**config.mk**
```make
export PLATFORM = sky130hd
export DESIGN_NAME = fast_command_fanout
export DESIGN_NICKNAME = d
export VERILOG_FILES = /design/src/fanout_pkg.sv /design/src/fast_command_fanout.sv /design/src/command_lane.sv /design/src/frame_regenerator.sv /design/src/frame_lock.sv /design/src/command_resync.sv
export VERILOG_INCLUDE_DIRS = /design/src /design/src/src
export SDC_FILE = /design/constraint.sdc
export NUM_CORES = 1
export LEC_CHECK = 0
export BUFFER_PORTS_ARGS = -buffer_cell sky130_fd_sc_hd__buf_2
export CAP_MARGIN = 20
export CORE_UTILIZATION = 44
export CTS_BUF_LIST = sky130_fd_sc_hd__clkbuf_4 sky130_fd_sc_hd__clkbuf_8 sky130_fd_sc_hd__clkbuf_16
export DETAILED_ROUTE_END_ITERATION = 8
export PLACE_DENSITY = 0.67
export RECOVER_POWER = 50
export SLEW_MARGIN = 20
export SYNTH_ARGS = -nofsm -noshare
export SYNTH_HDL_FRONTEND = slang
export SYNTH_SLANG_ARGS = --single-unit
```
**constraint.sdc**
```tcl
create_clock -name fast_clock_in -period 2.2 [get_ports fast_clock_in]
set_input_delay 0.55 -clock fast_clock_in [delete_from_list [all_inputs] [get_ports fast_clock_in]]
set_output_delay 0.55 -clock fast_clock_in [all_outputs]
set_load 0.005 [all_outputs]
```
**src/fanout_settings.svh**
```systemverilog
`ifndef FANOUT_SETTINGS_SVH
`define FANOUT_SETTINGS_SVH

////////////////////////////////////////
// Fanout geometry
////////////////////////////////////////
`define N_LANES 4                  // Output lanes driven from the clean stream
`define LANE_INVERT 4'b0101        // One bit per lane, set where the board swaps the pair
`define RESYNC_STAGES 2            // Input flops, 0 means straight through

////////////////////////////////////////
// Fast command framing
////////////////////////////////////////
`define FRAME_BITS 8               // Bits per command frame
`define LOCK_BITS 6                // Width of the saturating lock counter
`define HEADER_PATTERN 3'b110      // First three bits of every frame
`define IDLE_FRAME 8'b11000001     // Sent in place of anything suspicious

`endif
```
**src/fanout_pkg.sv**
```systemverilog
`include "fanout_settings.svh"

package fanout_pkg;

    ////////////////////////////////////////
    // Frame handoff from lock to regenerator
    ////////////////////////////////////////
    typedef struct packed
    {
        logic                   strobe;     // High on the locked phase only
        logic                   header_ok;  // Header and trailing 1 both seen
        logic [`FRAME_BITS-1:0] bits;       // MSB is the oldest bit on the wire
    } frame_t;

    // Pins of a single output lane
    typedef struct packed
    {
        logic cmd_p;                        // Command, true side
        logic cmd_n;                        // Command, complement side
        logic clk_p;                        // Forwarded clock, true side
        logic clk_n;                        // Forwarded clock, complement side
    } lane_pins_t;

    ////////////////////////////////////////
    // Lock state reported at the top
    ////////////////////////////////////////
    typedef struct packed
    {
        logic                           locked; // Lock counter is non-zero
        logic [$clog2(`FRAME_BITS)-1:0] phase;  // Bit count where frames end
    } lock_status_t;

endpackage

```
**src/fast_command_fanout.sv**
```systemverilog
`timescale 1ns/1ps
`include "fanout_settings.svh"

module fast_command_fanout
(
    input  logic                                 fast_clock_in,
    input  logic                                 arstn,
    input  logic                                 fast_command_in,  // Serial command in
    output fanout_pkg::lane_pins_t [`N_LANES-1:0] pins,            // One pin group per lane
    output fanout_pkg::lock_status_t             status            // Frame lock state
);

    localparam logic [`N_LANES-1:0] LANE_INV = `LANE_INVERT;

    logic               sync_command;             // Re-timed input
    fanout_pkg::frame_t frame;                    // Lock to regenerator handoff
    logic               clean_command;            // Stream sent to every lane

    ////////////////////////////////////////
    // Input side
    ////////////////////////////////////////
    command_resync #(
        .STAGES(`RESYNC_STAGES)
    ) u_resync (
        .fast_clock_in(fast_clock_in),
        .arstn(arstn),
        .command(fast_command_in),
        .sync_command(sync_command)
    );

    frame_lock u_lock (
        .fast_clock_in(fast_clock_in),
        .arstn(arstn),
        .sync_command(sync_command),
        .frame(frame),
        .status(status)
    );

    frame_regenerator u_regen (
        .fast_clock_in(fast_clock_in),
        .arstn(arstn),
        .frame(frame),
        .clean_command(clean_command)
    );

    ////////////////////////////////////////
    // Output lanes
    ////////////////////////////////////////
    generate
    for (genvar i = 0; i < `N_LANES; i++)
    begin : g_lane
        command_lane #(
            .INVERT(LANE_INV[i])                  // Per-lane polarity
        ) u_lane (
            .fast_clock_in(fast_clock_in),
            .arstn(arstn),
            .clean_command(clean_command),
            .pins(pins[i])
        );
    end
    endgenerate

endmodule

```
**src/command_lane.sv**
```systemverilog
`timescale 1ns/1ps
`include "fanout_settings.svh"

module command_lane #(
    parameter logic INVERT = 1'b0                 // Pair swapped on the board
)
(
    input  logic                   fast_clock_in,
    input  logic                   arstn,
    input  logic                   clean_command,  // Shared regenerated stream
    output fanout_pkg::lane_pins_t pins            // Differential command and clock
);

    logic cmd_q;                                  // Output command flop
    logic run;                                    // Clock forwarding enable
    logic fwd_clk;

    ////////////////////////////////////////
    // Command output
    ////////////////////////////////////////
    always_ff @(posedge fast_clock_in or negedge arstn)
    begin
        if (!arstn)
        begin
            cmd_q <= 1'b0;                        // Both polarities start at 0 on _p
        end
        else
        begin
            cmd_q <= clean_command ^ INVERT;      // Undo the board swap here
        end
    end

    ////////////////////////////////////////
    // Forwarded clock
    ////////////////////////////////////////
    always_ff @(posedge fast_clock_in or negedge arstn)
    begin
        if (!arstn)
        begin
            run <= 1'b0;
        end
        else
        begin
            run <= 1'b1;                          // Set on first edge after reset
        end
    end

    assign fwd_clk = fast_clock_in & run;         // Held low while stopped

    assign pins.cmd_p = cmd_q;
    assign pins.cmd_n = ~cmd_q;
    assign pins.clk_p = fwd_clk;
    assign pins.clk_n = ~fast_clock_in & run;     // Complement, also low when stopped

endmodule

```
**src/frame_regenerator.sv**
```systemverilog
`timescale 1ns/1ps
`include "fanout_settings.svh"

module frame_regenerator
(
    input  logic               fast_clock_in,
    input  logic               arstn,
    input  fanout_pkg::frame_t frame,             // Window and flags from the lock
    output logic               clean_command      // Regenerated serial stream
);

    logic [`FRAME_BITS:0]   out_sr;               // MSB is the bit on the wire
    logic [2:0]             window_a;             // Frame bits 3..5 from the oldest
    logic [2:0]             window_b;             // Frame bits 2..4 from the oldest
    logic                   false_header;
    logic                   frame_good;
    logic [`FRAME_BITS-1:0] next_frame;

    ////////////////////////////////////////
    // Frame screening
    ////////////////////////////////////////
    // Oldest bit is bits[FRAME_BITS-1], so bit k from the oldest is bits[FRAME_BITS-1-k]
    assign window_a = frame.bits[`FRAME_BITS-4 -: 3];
    assign window_b = frame.bits[`FRAME_BITS-3 -: 3];

    // Payload that looks like a header would confuse the receiver's own lock
    assign false_header = (window_a == `HEADER_PATTERN) || (window_b == `HEADER_PATTERN);
    assign frame_good   = frame.header_ok && !false_header;
    assign next_frame   = frame_good ? frame.bits : `IDLE_FRAME;

    ////////////////////////////////////////
    // Output shifter
    ////////////////////////////////////////
    always_ff @(posedge fast_clock_in or negedge arstn)
    begin
        if (!arstn)
        begin
            out_sr <= '0;                         // Line idles low until first strobe
        end
        else if (frame.strobe)
        begin
            // Last bit of the previous frame still has to leave through the MSB
            out_sr <= {out_sr[`FRAME_BITS-1], next_frame};
        end
        else
        begin
            out_sr <= {out_sr[`FRAME_BITS-1:0], 1'b0}; // Shift out, fill with zeros
        end
    end

    assign clean_command = out_sr[`FRAME_BITS];

endmodule

```
**src/frame_lock.sv**
```systemverilog
`timescale 1ns/1ps
`include "fanout_settings.svh"

module frame_lock
(
    input  logic                     fast_clock_in,
    input  logic                     arstn,
    input  logic                     sync_command,   // Re-timed serial stream
    output fanout_pkg::frame_t       frame,          // Current window plus flags
    output fanout_pkg::lock_status_t status          // Lock flag and stored phase
);

    localparam int CTR_BITS = $clog2(`FRAME_BITS);

    logic [`FRAME_BITS:0]  in_sr;                    // One spare bit below the frame
    logic [CTR_BITS-1:0]   bit_ctr;                  // Free running position in frame
    logic [CTR_BITS-1:0]   phase;                    // Bit count where a frame ends
    logic [`LOCK_BITS-1:0] lock_count;               // Confidence in the phase
    logic                  header_match;
    logic                  on_phase;

    ////////////////////////////////////////
    // Header detection
    ////////////////////////////////////////
    // Window is in_sr[FRAME_BITS:1], header sits in the three oldest bits
    // and the newest frame bit must be the closing 1
    assign header_match = (in_sr[`FRAME_BITS -: 3] == `HEADER_PATTERN) && in_sr[1];
    assign on_phase     = (bit_ctr == phase);

    always_ff @(posedge fast_clock_in or negedge arstn)
    begin
        if (!arstn)
        begin
            in_sr <= '0;                             // Keeps the header check defined
        end
        else
        begin
            in_sr <= {in_sr[`FRAME_BITS-1:0], sync_command}; // Oldest bit moves to MSB
        end
    end

    ////////////////////////////////////////
    // Phase search and lock counter
    ////////////////////////////////////////
    always_ff @(posedge fast_clock_in or negedge arstn)
    begin
        if (!arstn)
        begin
            bit_ctr    <= '0;
            phase      <= '0;
            lock_count <= '0;
        end
        else
        begin
            bit_ctr <= bit_ctr + 1'b1;               // Wraps once per frame

            if (lock_count == '0)
            begin
                // Unlocked, grab the first header we see
                if (header_match)
                begin
                    phase      <= bit_ctr;
                    lock_count <= `LOCK_BITS'(1);
                end
            end
            else if (on_phase)
            begin
                if (header_match)
                begin
                    if (lock_count != '1)
                    begin
                        lock_count <= lock_count + 1'b1; // Saturate at all ones
                    end
                end
                else
                begin
                    lock_count <= lock_count - 1'b1;     // Expected header missing
                end
            end
            else if (header_match)
            begin
                lock_count <= lock_count - 1'b1;         // Header seen off phase
            end
        end
    end

    ////////////////////////////////////////
    // Outputs
    ////////////////////////////////////////
    assign frame.strobe    = on_phase;               // One cycle in eight
    assign frame.header_ok = header_match;
    assign frame.bits      = in_sr[`FRAME_BITS:1];   // Whole frame, oldest at MSB

    assign status.locked   = (lock_count != '0);
    assign status.phase    = phase;

endmodule

```
**src/command_resync.sv**
```systemverilog
`timescale 1ns/1ps
`include "fanout_settings.svh"

module command_resync #(
    parameter int STAGES = `RESYNC_STAGES         // Flop count, 0 is a plain wire
)
(
    input  logic fast_clock_in,
    input  logic arstn,
    input  logic command,                         // Raw serial command from the pin
    output logic sync_command                     // Same stream, re-timed
);

    generate
    if (STAGES == 0)
    begin : g_bypass
        // Source already on this clock, nothing to re-time
        assign sync_command = command;
    end
    else
    begin : g_chain
        logic [STAGES-1:0] chain;                 // chain[0] samples the pin

        ////////////////////////////////////////
        // Flop chain
        ////////////////////////////////////////
        always_ff @(posedge fast_clock_in or negedge arstn)
        begin
            if (!arstn)
            begin
                chain <= '0;                      // Quiet line out of reset
            end
            else
            begin
                chain[0] <= command;              // First stage takes the pin
                for (int i = 1; i < STAGES; i++)
                begin
                    chain[i] <= chain[i-1];       // Walk one stage per cycle
                end
            end
        end

        assign sync_command = chain[STAGES-1];    // Last stage feeds the lock
    end
    endgenerate

endmodule

```
# ---- Yosys cells after proc, flatten, opt, wreduce, memory -nomap -nowiden
# Cells that the tools add are included.
dict set report op_classes {
  n_mul 0
  addsub 3
  reduce_logical 9
  n_mux 8
  magnitude_cmp 0
  shifts 0
  div_mod_pow 0
  bitwise 6
  n_eq_ne 7
}
# operator count
set op_table {}
lappend op_table {{two-way mux 6 bit} 6}
lappend op_table {{two-way mux 8 bit} 2}
lappend op_table {{== test 3 bit, second input constant} 3}
lappend op_table {{adder 6 x 1 -> 6 bit, second input constant} 1}
lappend op_table {{zero test 6 bit} 1}
lappend op_table {{inequality test 6 bit, second input constant} 1}
lappend op_table {{nonzero test 6 bit} 1}
lappend op_table {{subtractor 6 x 1 -> 6 bit, second input constant} 1}
lappend op_table {{inequality test 4 bit, second input constant} 1}
lappend op_table {{NOT 1 bit} 4}
lappend op_table {{adder 3 x 1 -> 3 bit, second input constant} 1}
lappend op_table {{== test 3 bit} 1}
lappend op_table {{AND reduction 3 bit} 1}
lappend op_table {{bitwise AND 1 bit} 2}
lappend op_table {{logical AND 1 bit} 2}
lappend op_table {{inequality test 2 x 1 -> 1 bit, second input constant} 1}
lappend op_table {{AND reduction 2 bit} 1}
lappend op_table {{nonzero test 2 bit} 1}
lappend op_table {{zero test 1 bit} 1}
lappend op_table {{logical OR 1 bit} 1}
dict set report word_totals {
  elab_cells 42
  mem_bits_ro 0
  output_inout_bits 20
  latch_bits 0
  inputBits 3
  mem_count 0
  register_bits 35
  mem_bits_rw 0
}

# ---- Logic depth before layout (Yosys ltp)
# Gate-level depths: netlist of run 1.
dict set report depth {
  word_depth 6
  ltp_mapped 8
  mapped_depth_nobuf 8
}

# ---- By module
# From an unflattened synthesis of run 1, not the netlist that was laid out.
dict set report unflattened {
  cells_unflattened 172
  area_unflattened_um2 1893.1
}
# mod seq_area_each_um2 cells_each area_per_inst_um2 instances
set modules_own_cells {}
lappend modules_own_cells {frame_lock 525.5 101 1099.8 1}
lappend modules_own_cells {frame_regenerator 225.2 35 380.4 1}
lappend modules_own_cells {{command_lane at g_lane[0].u_lane ...} 50.0 9 92.6 2}
lappend modules_own_cells {{command_lane at g_lane[1].u_lane ...} 50.0 8 88.8 2}
lappend modules_own_cells {command_resync 50.0 2 50.0 1}

==> flow_metrics.py, run 1 <==
metrics = {
    "timing": {
        "fin_tns_setup_ps": -751,
        "maxSlewHeadroom": -0.184,
        "skew_ps": 8.12,
        "clock.fmax_mhz": 428,
        "min_period_ps": 2340,
        "hold_violations": 0,
        "rsz0062_at_grt": "true",
        "worst-slew-pin-transition_ps": 1780,
        "slew_viol_final": 36,
        "worst_slack_ps": -138,
        "finalSetupViolations": 9,
        "period_share": 1.06,
    },
    "synthesis": {
        "ys_ff_latch": 35,
        "synth-async-reset-ratio": 1.00,
        "ys_warn_count": 0,
        "synth_cells": 131,
        "synth_area_leaders": "dfrtp_1, buf_4, mux2_2",
        "synth_ff_type": "dfrtp_1",
        "synth_cell_types": 41,
        "synth_nets": 137,
        "synth.yosys.seq_area_share": 0.564,
        "synth_top_area_cell": "dfrtp_1",
        "synth_top_area_frac": 0.564,
        "syn_avg_cell_area_um2": 11.9,
        "synth_edf_count": 0,
        "synth_area_um2": 1550,
    },
    "critical_path": {
        "critical_path.top_delay_family": "simple AND/OR/NAND/NOR gates",
        "r2r_cells": 8,
        "cpMostUsedCell": "inv_2",
        "critPathArrivalTime_ps": 1790,
        "path_max_fanout": 2,
        "worstReg2RegEnd": "u_lock.lock_count[5]",
        "cp_slowest_cell": "dfrtp_1",
        "crit_chain": "inv_2 -> ha_4 -> or3b_4 -> nor3_4 -> inv_2 -> buf_2",
        "critPathMaxStageDelay_ps": 400,
        "worstSetupPathType": "flop to primary output",
        "cp.required_ps": 1650,
        "reg2reg_from": "u_lock.lock_count[0]",
        "critPathBufInv": 3,
        "ff2ff_setup_slack_ps": 100,
        "cp-end-kind": "primary output",
        "startpoint_type": "flop",
    },
    "outcome": {
        "violations": "capacitance limit, slew limit, setup timing",
        "outcome": "complete, but fails checks",
    },
    "route": {
        "wl_per_cell_um": 13.6,
        "dr_wl_met3_um": 180,
        "highest_layer": "met4",
        "num_vias": 1107,
        "ant_nets": 0,
        "dr.pass1.iters": 4,
        "wl_um": 2980,
        "drc": 0,
        "wl_met1_um": 1250,
        "met2WireLength_um": 1490,
        "viasPerCell": 5.05,
        "drt-initial-drc-count": 39,
    },
    "worst_hold_path": {
        "hold_start": "fast_command_in",
        "hold_path_class": "input pin to flop",
        "min_delay_path_depth": 1,
        "min_to": "u_resync.g_chain.chain[0]",
    },
    "final_layout": {
        "nets": 177,
        "final_cells": 219,
        "area_delta_synth_final_pct": 30.5,
        "insertedDiodeCount": 0,
        "drive_above_1_share": 0.428,
        "n_fill_cell": 298,
        "final_core_util": 0.602,
    },
    "global_routing": {
        "grt_pass1_wl_um": 4990,
        "grt_max_degree": 36,
        "grt_pass1_vias": 1177,
        "grt_antenna_before_repair": 0,
        "grt.overflow.total": 0,
        "grt_usage": 0.201,
    },
    "die": {
        "fp.coreArea_um2": 3360,
        "io_pins": 23,
        "dieHeight_um": 61.4,
        "num_rows": 21,
        "die_w_um": 61.4,
        "die_area_um2": 3770,
        "start_util": 0.462,
    },
    "clock_tree": {
        "cts_tree": "done",
        "worstSkewPairLatency_ps": 430,
        "path_clk_slew_ps": 110,
    },
    "pwr": {
        "ir_worst_vdd_v": 0.000614,
        "leakage_uw": 0.000971,
        "power_density_nw_per_um2": 1360,
    },
    "place": {
        "dpl.hpwl_um": 1670,
        "dp_slack_ps": 65.1,
        "io_buffer_count": 22,
        "placed_cells": 187,
        "gp_congestion": 0.844,
    },
    "job": {
        "cap_violations": 1,
    },
}
per-layer routing:
layer  global-route usage  vias up
met5                    0        -
met4                0.124        0
met3                0.130        8
met2                0.287       42
met1                0.225      537
li1                     -      520
worst max path at each step:
stage | from | to | depth (start not counted)
2_1_floorplan | fast_clock_in | pins[12] | 2
4_1_cts | u_lock.lock_count[1] | status[3] | 6
3_5_place_dp | u_lock.lock_count[1] | u_lock.lock_count[5] | 7
5_1_grt | u_lock.lock_count[0] | status[3] | 6
6_report | u_lock.lock_count[0] | status[3] | 6
3_3_place_gp | u_lock.lock_count[1] | u_lock.lock_count[5] | 7
report_power, final:
group          internal (uW)  switching, uW  total (uW)
registers                788            135         923
clock network            709            356        1060
logic                    419            350         769
per-stage QoR:
stage                     instance area (um2)  hold WS, ps  power, uW
after floorplan                          1550          254       1480
after global placement                   1630          335       1560
after detailed placement                 1630          339       1580
after CTS                                2010          182       2680
after global routing                     2030          180       2960
final                                    2030          216       2760
what timing repair did:
item	in CTS	in global routing
pin swaps	4	3
buffers inserted	14	2
setup endpoints to repair	9	13
gates resized for setup	22	9
hold buffers	0	0
area by class of cell:
| class | count | area (um2) | area share |
|---|---|---|---|
| flip-flops and latches | 35 | 876 | 0.432 |
| clock inverters | 2 | 35.0 | 0.0173 |
| multi-input cells | 73 | 563 | 0.278 |
| inverters | 8 | 30.0 | 0.0148 |
| repair buffers | 31 | 196 | 0.0970 |
| well taps | 46 | 57.6 | 0.0284 |
| clock buffers | 24 | 268 | 0.132 |
synthesized netlist by cell type, types with 2 or more instances:
library cell and n:
o21ai_0 2, ha_1 3, xnor2_1 2, nand2_1 10, xor2_1 4, mux2i_1 2
nand2b_1 2, nor3_1 3, nor2_1 5, and3_1 2, inv_1 6, dfrtp_1 35
mux2_2 4, buf_4 13, a21oi_1 6, a22o_1 4, and2_1 2, inv_2 2
nand4_1 2
logic make-up (layout without fill, tap and decap cells):
| logic type | after synthesis | count (layout) | synth area share |
|---|---|---|---|
| AO/OA/AOI/OAI | 18 | 18 | 0.0790 |
| AND/OR/NAND/NOR | 37 | 37 | 0.145 |
| other | 1 | 1 | 0.00242 |
| multiplexers | 8 | 8 | 0.0588 |
| XOR/XNOR | 6 | 6 | 0.0338 |
| buffers and inverters | 23 | 65 | 0.0927 |
| flip-flops | 35 | 35 | 0.564 |
| adder cells (fa/ha/maj) | 3 | 3 | 0.0242 |
registers in the layout, indices dropped and copies added (netlist names):
signal	cells
u_regen.out_sr	9
g_lane.u_lane.cmd_q	2
u_lock.lock_count	6
u_resync.g_chain.chain	2
u_lock.bit_ctr	3
g_lane.u_lane.run	1
u_lock.in_sr	9
u_lock.phase	3
placed cells by master (no fill, tap or decap), types with 2 or more instances in the layout:
| cell | synthesis | routed |
|---|---|---|
| and3_1 | 2 | 2 |
| ha_1 | 3 | 2 |
| buf_6 | 1 | 8 |
| a22o_1 | 4 | 4 |
| nand4_1 | 2 | 2 |
| buf_4 | 13 | 18 |
| nand2_1 | 10 | 9 |
| inv_2 | 2 | 4 |
| clkbuf_8 | 0 | 2 |
| dfrtp_1 | 35 | 35 |
| nand2b_1 | 2 | 2 |
| mux2_2 | 4 | 4 |
| mux2i_1 | 2 | 2 |
| a21oi_1 | 6 | 6 |
| inv_1 | 6 | 4 |
| nor3_1 | 3 | 3 |
| o21ai_0 | 2 | 2 |
| xor2_1 | 4 | 4 |
| buf_2 | 0 | 13 |
| nor2_1 | 5 | 5 |
| buf_8 | 0 | 6 |
| xnor2_1 | 2 | 2 |
| clkbuf_4 | 0 | 7 |
(Power assumes the default switching activity.)
==> run 2, diff against run 1 <==
GPL_TIMING_DRIVEN = 0   (was unset)
PLACE_DENSITY = 0.66   (was 0.67)
RECOVER_POWER = unset   (was 50)
SYNTH_HIERARCHICAL = 1   (was unset)
==> run 2 against run 1 <==
Net effect: sequential power up 13%; clock power up 4%; maximum frequency up 2.4%; non-clock buffer count up 10; worst setup slack better by 54 ps; sequential cell count up 5; critical path type unchanged; count of clock-buffer cells in the layout down 7; first-iteration DRC count up 72%; the flow finishes with violations (setup timing).
==> flow_metrics.py, run 2 <==
metrics = {
    "global_routing": {
        "grt_use_met3": 0.0760,
        "grt_usage": 0.177,
        "grt_pass1_wl_um": 5790,
        "met1_usage": 0.187,
        "use_met2": 0.269,
        "grt_antenna_before_repair": 0,
        "grt_busiest_layer": "met2",
        "grt_pass1_vias": 1418,
        "grt.overflow.total": 0,
        "grt_max_degree": 41,
    },
    "critical_path": {
        "cp-end-kind": "primary output",
        "cp.required_ps": 1650,
        "path_max_fanout": 2,
        "startpoint_type": "flop",
        "critPathLaunch": "u_lock/lock_count[0]",
        "reg2reg_from": "u_lock/lock_count[0]",
        "worstSetupPathType": "flop to primary output",
        "critPathArrivalTime_ps": 1730,
    },
    "die": {
        "dieHeight_um": 67.6,
        "die_w_um": 67.6,
        "start_util": 0.467,
        "io_pins": 23,
        "num_rows": 23,
        "die_area_um2": 4570,
        "fp.coreArea_um2": 4060,
    },
    "synthesis": {
        "synth_area_um2": 1890,
        "synth_cell_types": 49,
        "synth_nets": 178,
        "synth_top_area_frac": 0.529,
        "synth_area_leaders": "dfrtp_1, buf_4, inv_1",
        "ys_warn_count": 6,
        "synth.yosys.seq_area_share": 0.529,
        "synth_common_cells": "dfrtp_1, inv_1, buf_4",
        "syn_avg_cell_area_um2": 11.0,
        "synth_ff_type": "dfrtp_1",
        "synth-async-reset-ratio": 1.00,
        "ys_ff_latch": 40,
        "synth_edf_count": 0,
        "yosys.cell_count.top_type": "dfrtp_1",
        "synth_top_area_cell": "dfrtp_1",
        "synth_cells": 172,
    },
    "route": {
        "ant_nets": 0,
        "num_vias": 1366,
        "dr.pass1.iters": 4,
        "drc": 0,
        "viasPerCell": 5.21,
        "drt-initial-drc-count": 67,
        "wl_per_cell_um": 13.2,
        "wl_um": 3470,
    },
    "final_layout": {
        "largestRegisters": "u_lock/in_sr: 9 flops, u_regen/out_sr: 9 flops, u_lock/lock_count: 6 flops",
        "insertedDiodeCount": 0,
        "nets": 217,
        "area_delta_synth_final_pct": 23.1,
        "final_cell_mix": "dfrtp_1, buf_4, buf_2",
        "final_core_util": 0.574,
        "drive_above_1_share": 0.420,
        "final_common_cell": "dfrtp_1",
    },
    "timing": {
        "hold_violations": 0,
        "min_period_ps": 2280,
        "clock.fmax_mhz": 438,
        "worst-slew-pin-transition_ps": 856,
        "rsz0062_at_grt": "true",
        "skew_ps": 5.97,
        "period_share": 1.04,
        "finalSetupViolations": 1,
        "maxSlewHeadroom": 0.430,
        "worst_slack_ps": -83.4,
        "slew_viol_final": 0,
    },
    "pwr": {
        "total_power_uw": 3100,
        "leakage_uw": 0.00114,
        "ir_worst_vdd_v": 0.000705,
        "power_density_nw_per_um2": 1330,
    },
    "outcome": {
        "outcome": "complete, but fails checks",
        "violations": "setup timing",
    },
    "clock_tree": {
        "cts_hold_buf": 0,
        "path_clk_slew_ps": 80,
        "cts_tree": "done",
        "worstSkewPairLatency_ps": 390,
    },
    "place": {
        "dpl.hpwl_um": 2220,
        "gp_congestion": 0.916,
        "io_buffer_count": 22,
    },
    "job": {
        "cap_violations": 0,
    },
    "worst_hold_path": {
        "hold_path_class": "input pin to async pin",
    },
}
run 2: changes by cell type in the layout (fill, tap and decap cells not counted), sizes merged, moves of 4 or more:
cell / before / now
a22o: 4 / 0
and2b: 0 / 4
buf: 45 / 50
dfrtp: 35 / 40
inv: 8 / 20
nand3: 2 / 9
o22ai: 1 / 5
run 2: cells by family (layout without fill, tap and decap cells):
family / Yosys count / count (layout) / synth area share
buf+inv: 42 / 82 / 0.124
other cells: 4 / 4 / 0.00793
compound gates: 33 / 33 / 0.129
fa+ha+maj: 3 / 3 / 0.0198
simple gates: 41 / 41 / 0.140
flops: 40 / 40 / 0.529
mux: 4 / 4 / 0.0271
xor+xnor: 5 / 5 / 0.0231
run 2: cell type report:
class,count,area [um2]
Clock buffer,17,198
Inverter,21,78.8
Tap cell,50,62.6
Fill cell,342,1730
Clock inverter,3,42.5
Buffer,17,126
Multi-Input combinational cell,90,674
Sequential cell,40,1000
Timing Repair Buffer,24,145
run 2: per-stage QoR:
stage                     instances  setup TNS [ps]  worst slack, ps  instance area, um2  hold slack [ps]
after floorplan                 172               0              220                1890              254
after global placement          244           -28.9            -28.9                2070              334
after detailed placement        244           -63.3            -63.3                2070              337
after CTS                       261            -153             -136                2310              248
after global routing            262            -177             -163                2330              244
final                           262           -83.4            -83.4                2330              259
run 2: metal layers:
| metal | share of wire | up-vias | wire length [um] |
|---|---|---|---|
| li1 | - | 638 | - |
| met1 | 0.41 | 669 | 1440 |
| met2 | 0.50 | 47 | 1750 |
| met3 | 0.048 | 12 | 167 |
| met4 | 0.034 | 0 | 118 |
| met5 | 0 | - | 0 |
run 2: worst max-delay path, stage by stage, from the launching register on:
cell and delay, ps:
dfrtp_2 410, inv_2 70, ha_4 130, or3b_4 390, nor3_4 150, inv_1 70, buf_2 130
run 2: worst paths after layout:
check / to / depth (start not counted) / slack [ps]
max: status[3] / 6 / -80
min: g_lane[0].u_lane/run / 1 / 260
max reg2reg: u_lock/lock_count[2] / 6 / 340
min reg2reg: u_regen/out_sr[8] / 0 / 350
max in group asynchronous: u_lock/lock_count[0] / 1 / 1350
min in group fast_clock_in: u_resync/g_chain.chain[0] / 1 / 260
run 2: timing repair:
action                                  in CTS  in global routing
pin swaps                                    3                  2
endpoints found under the setup margin       7                  6
endpoints found under the hold margin        0                  0
gates resized for setup                     12                  4
buffers inserted                             9                  1
run 2: power by group:
group / total (uW) / leakage (uW) / switching (uW) / internal (uW)
Sequential: 1040 / 0.000489 / 126 / 911
Clock: 1100 / 0.000166 / 391 / 707
Combinational: 961 / 0.000488 / 462 / 499
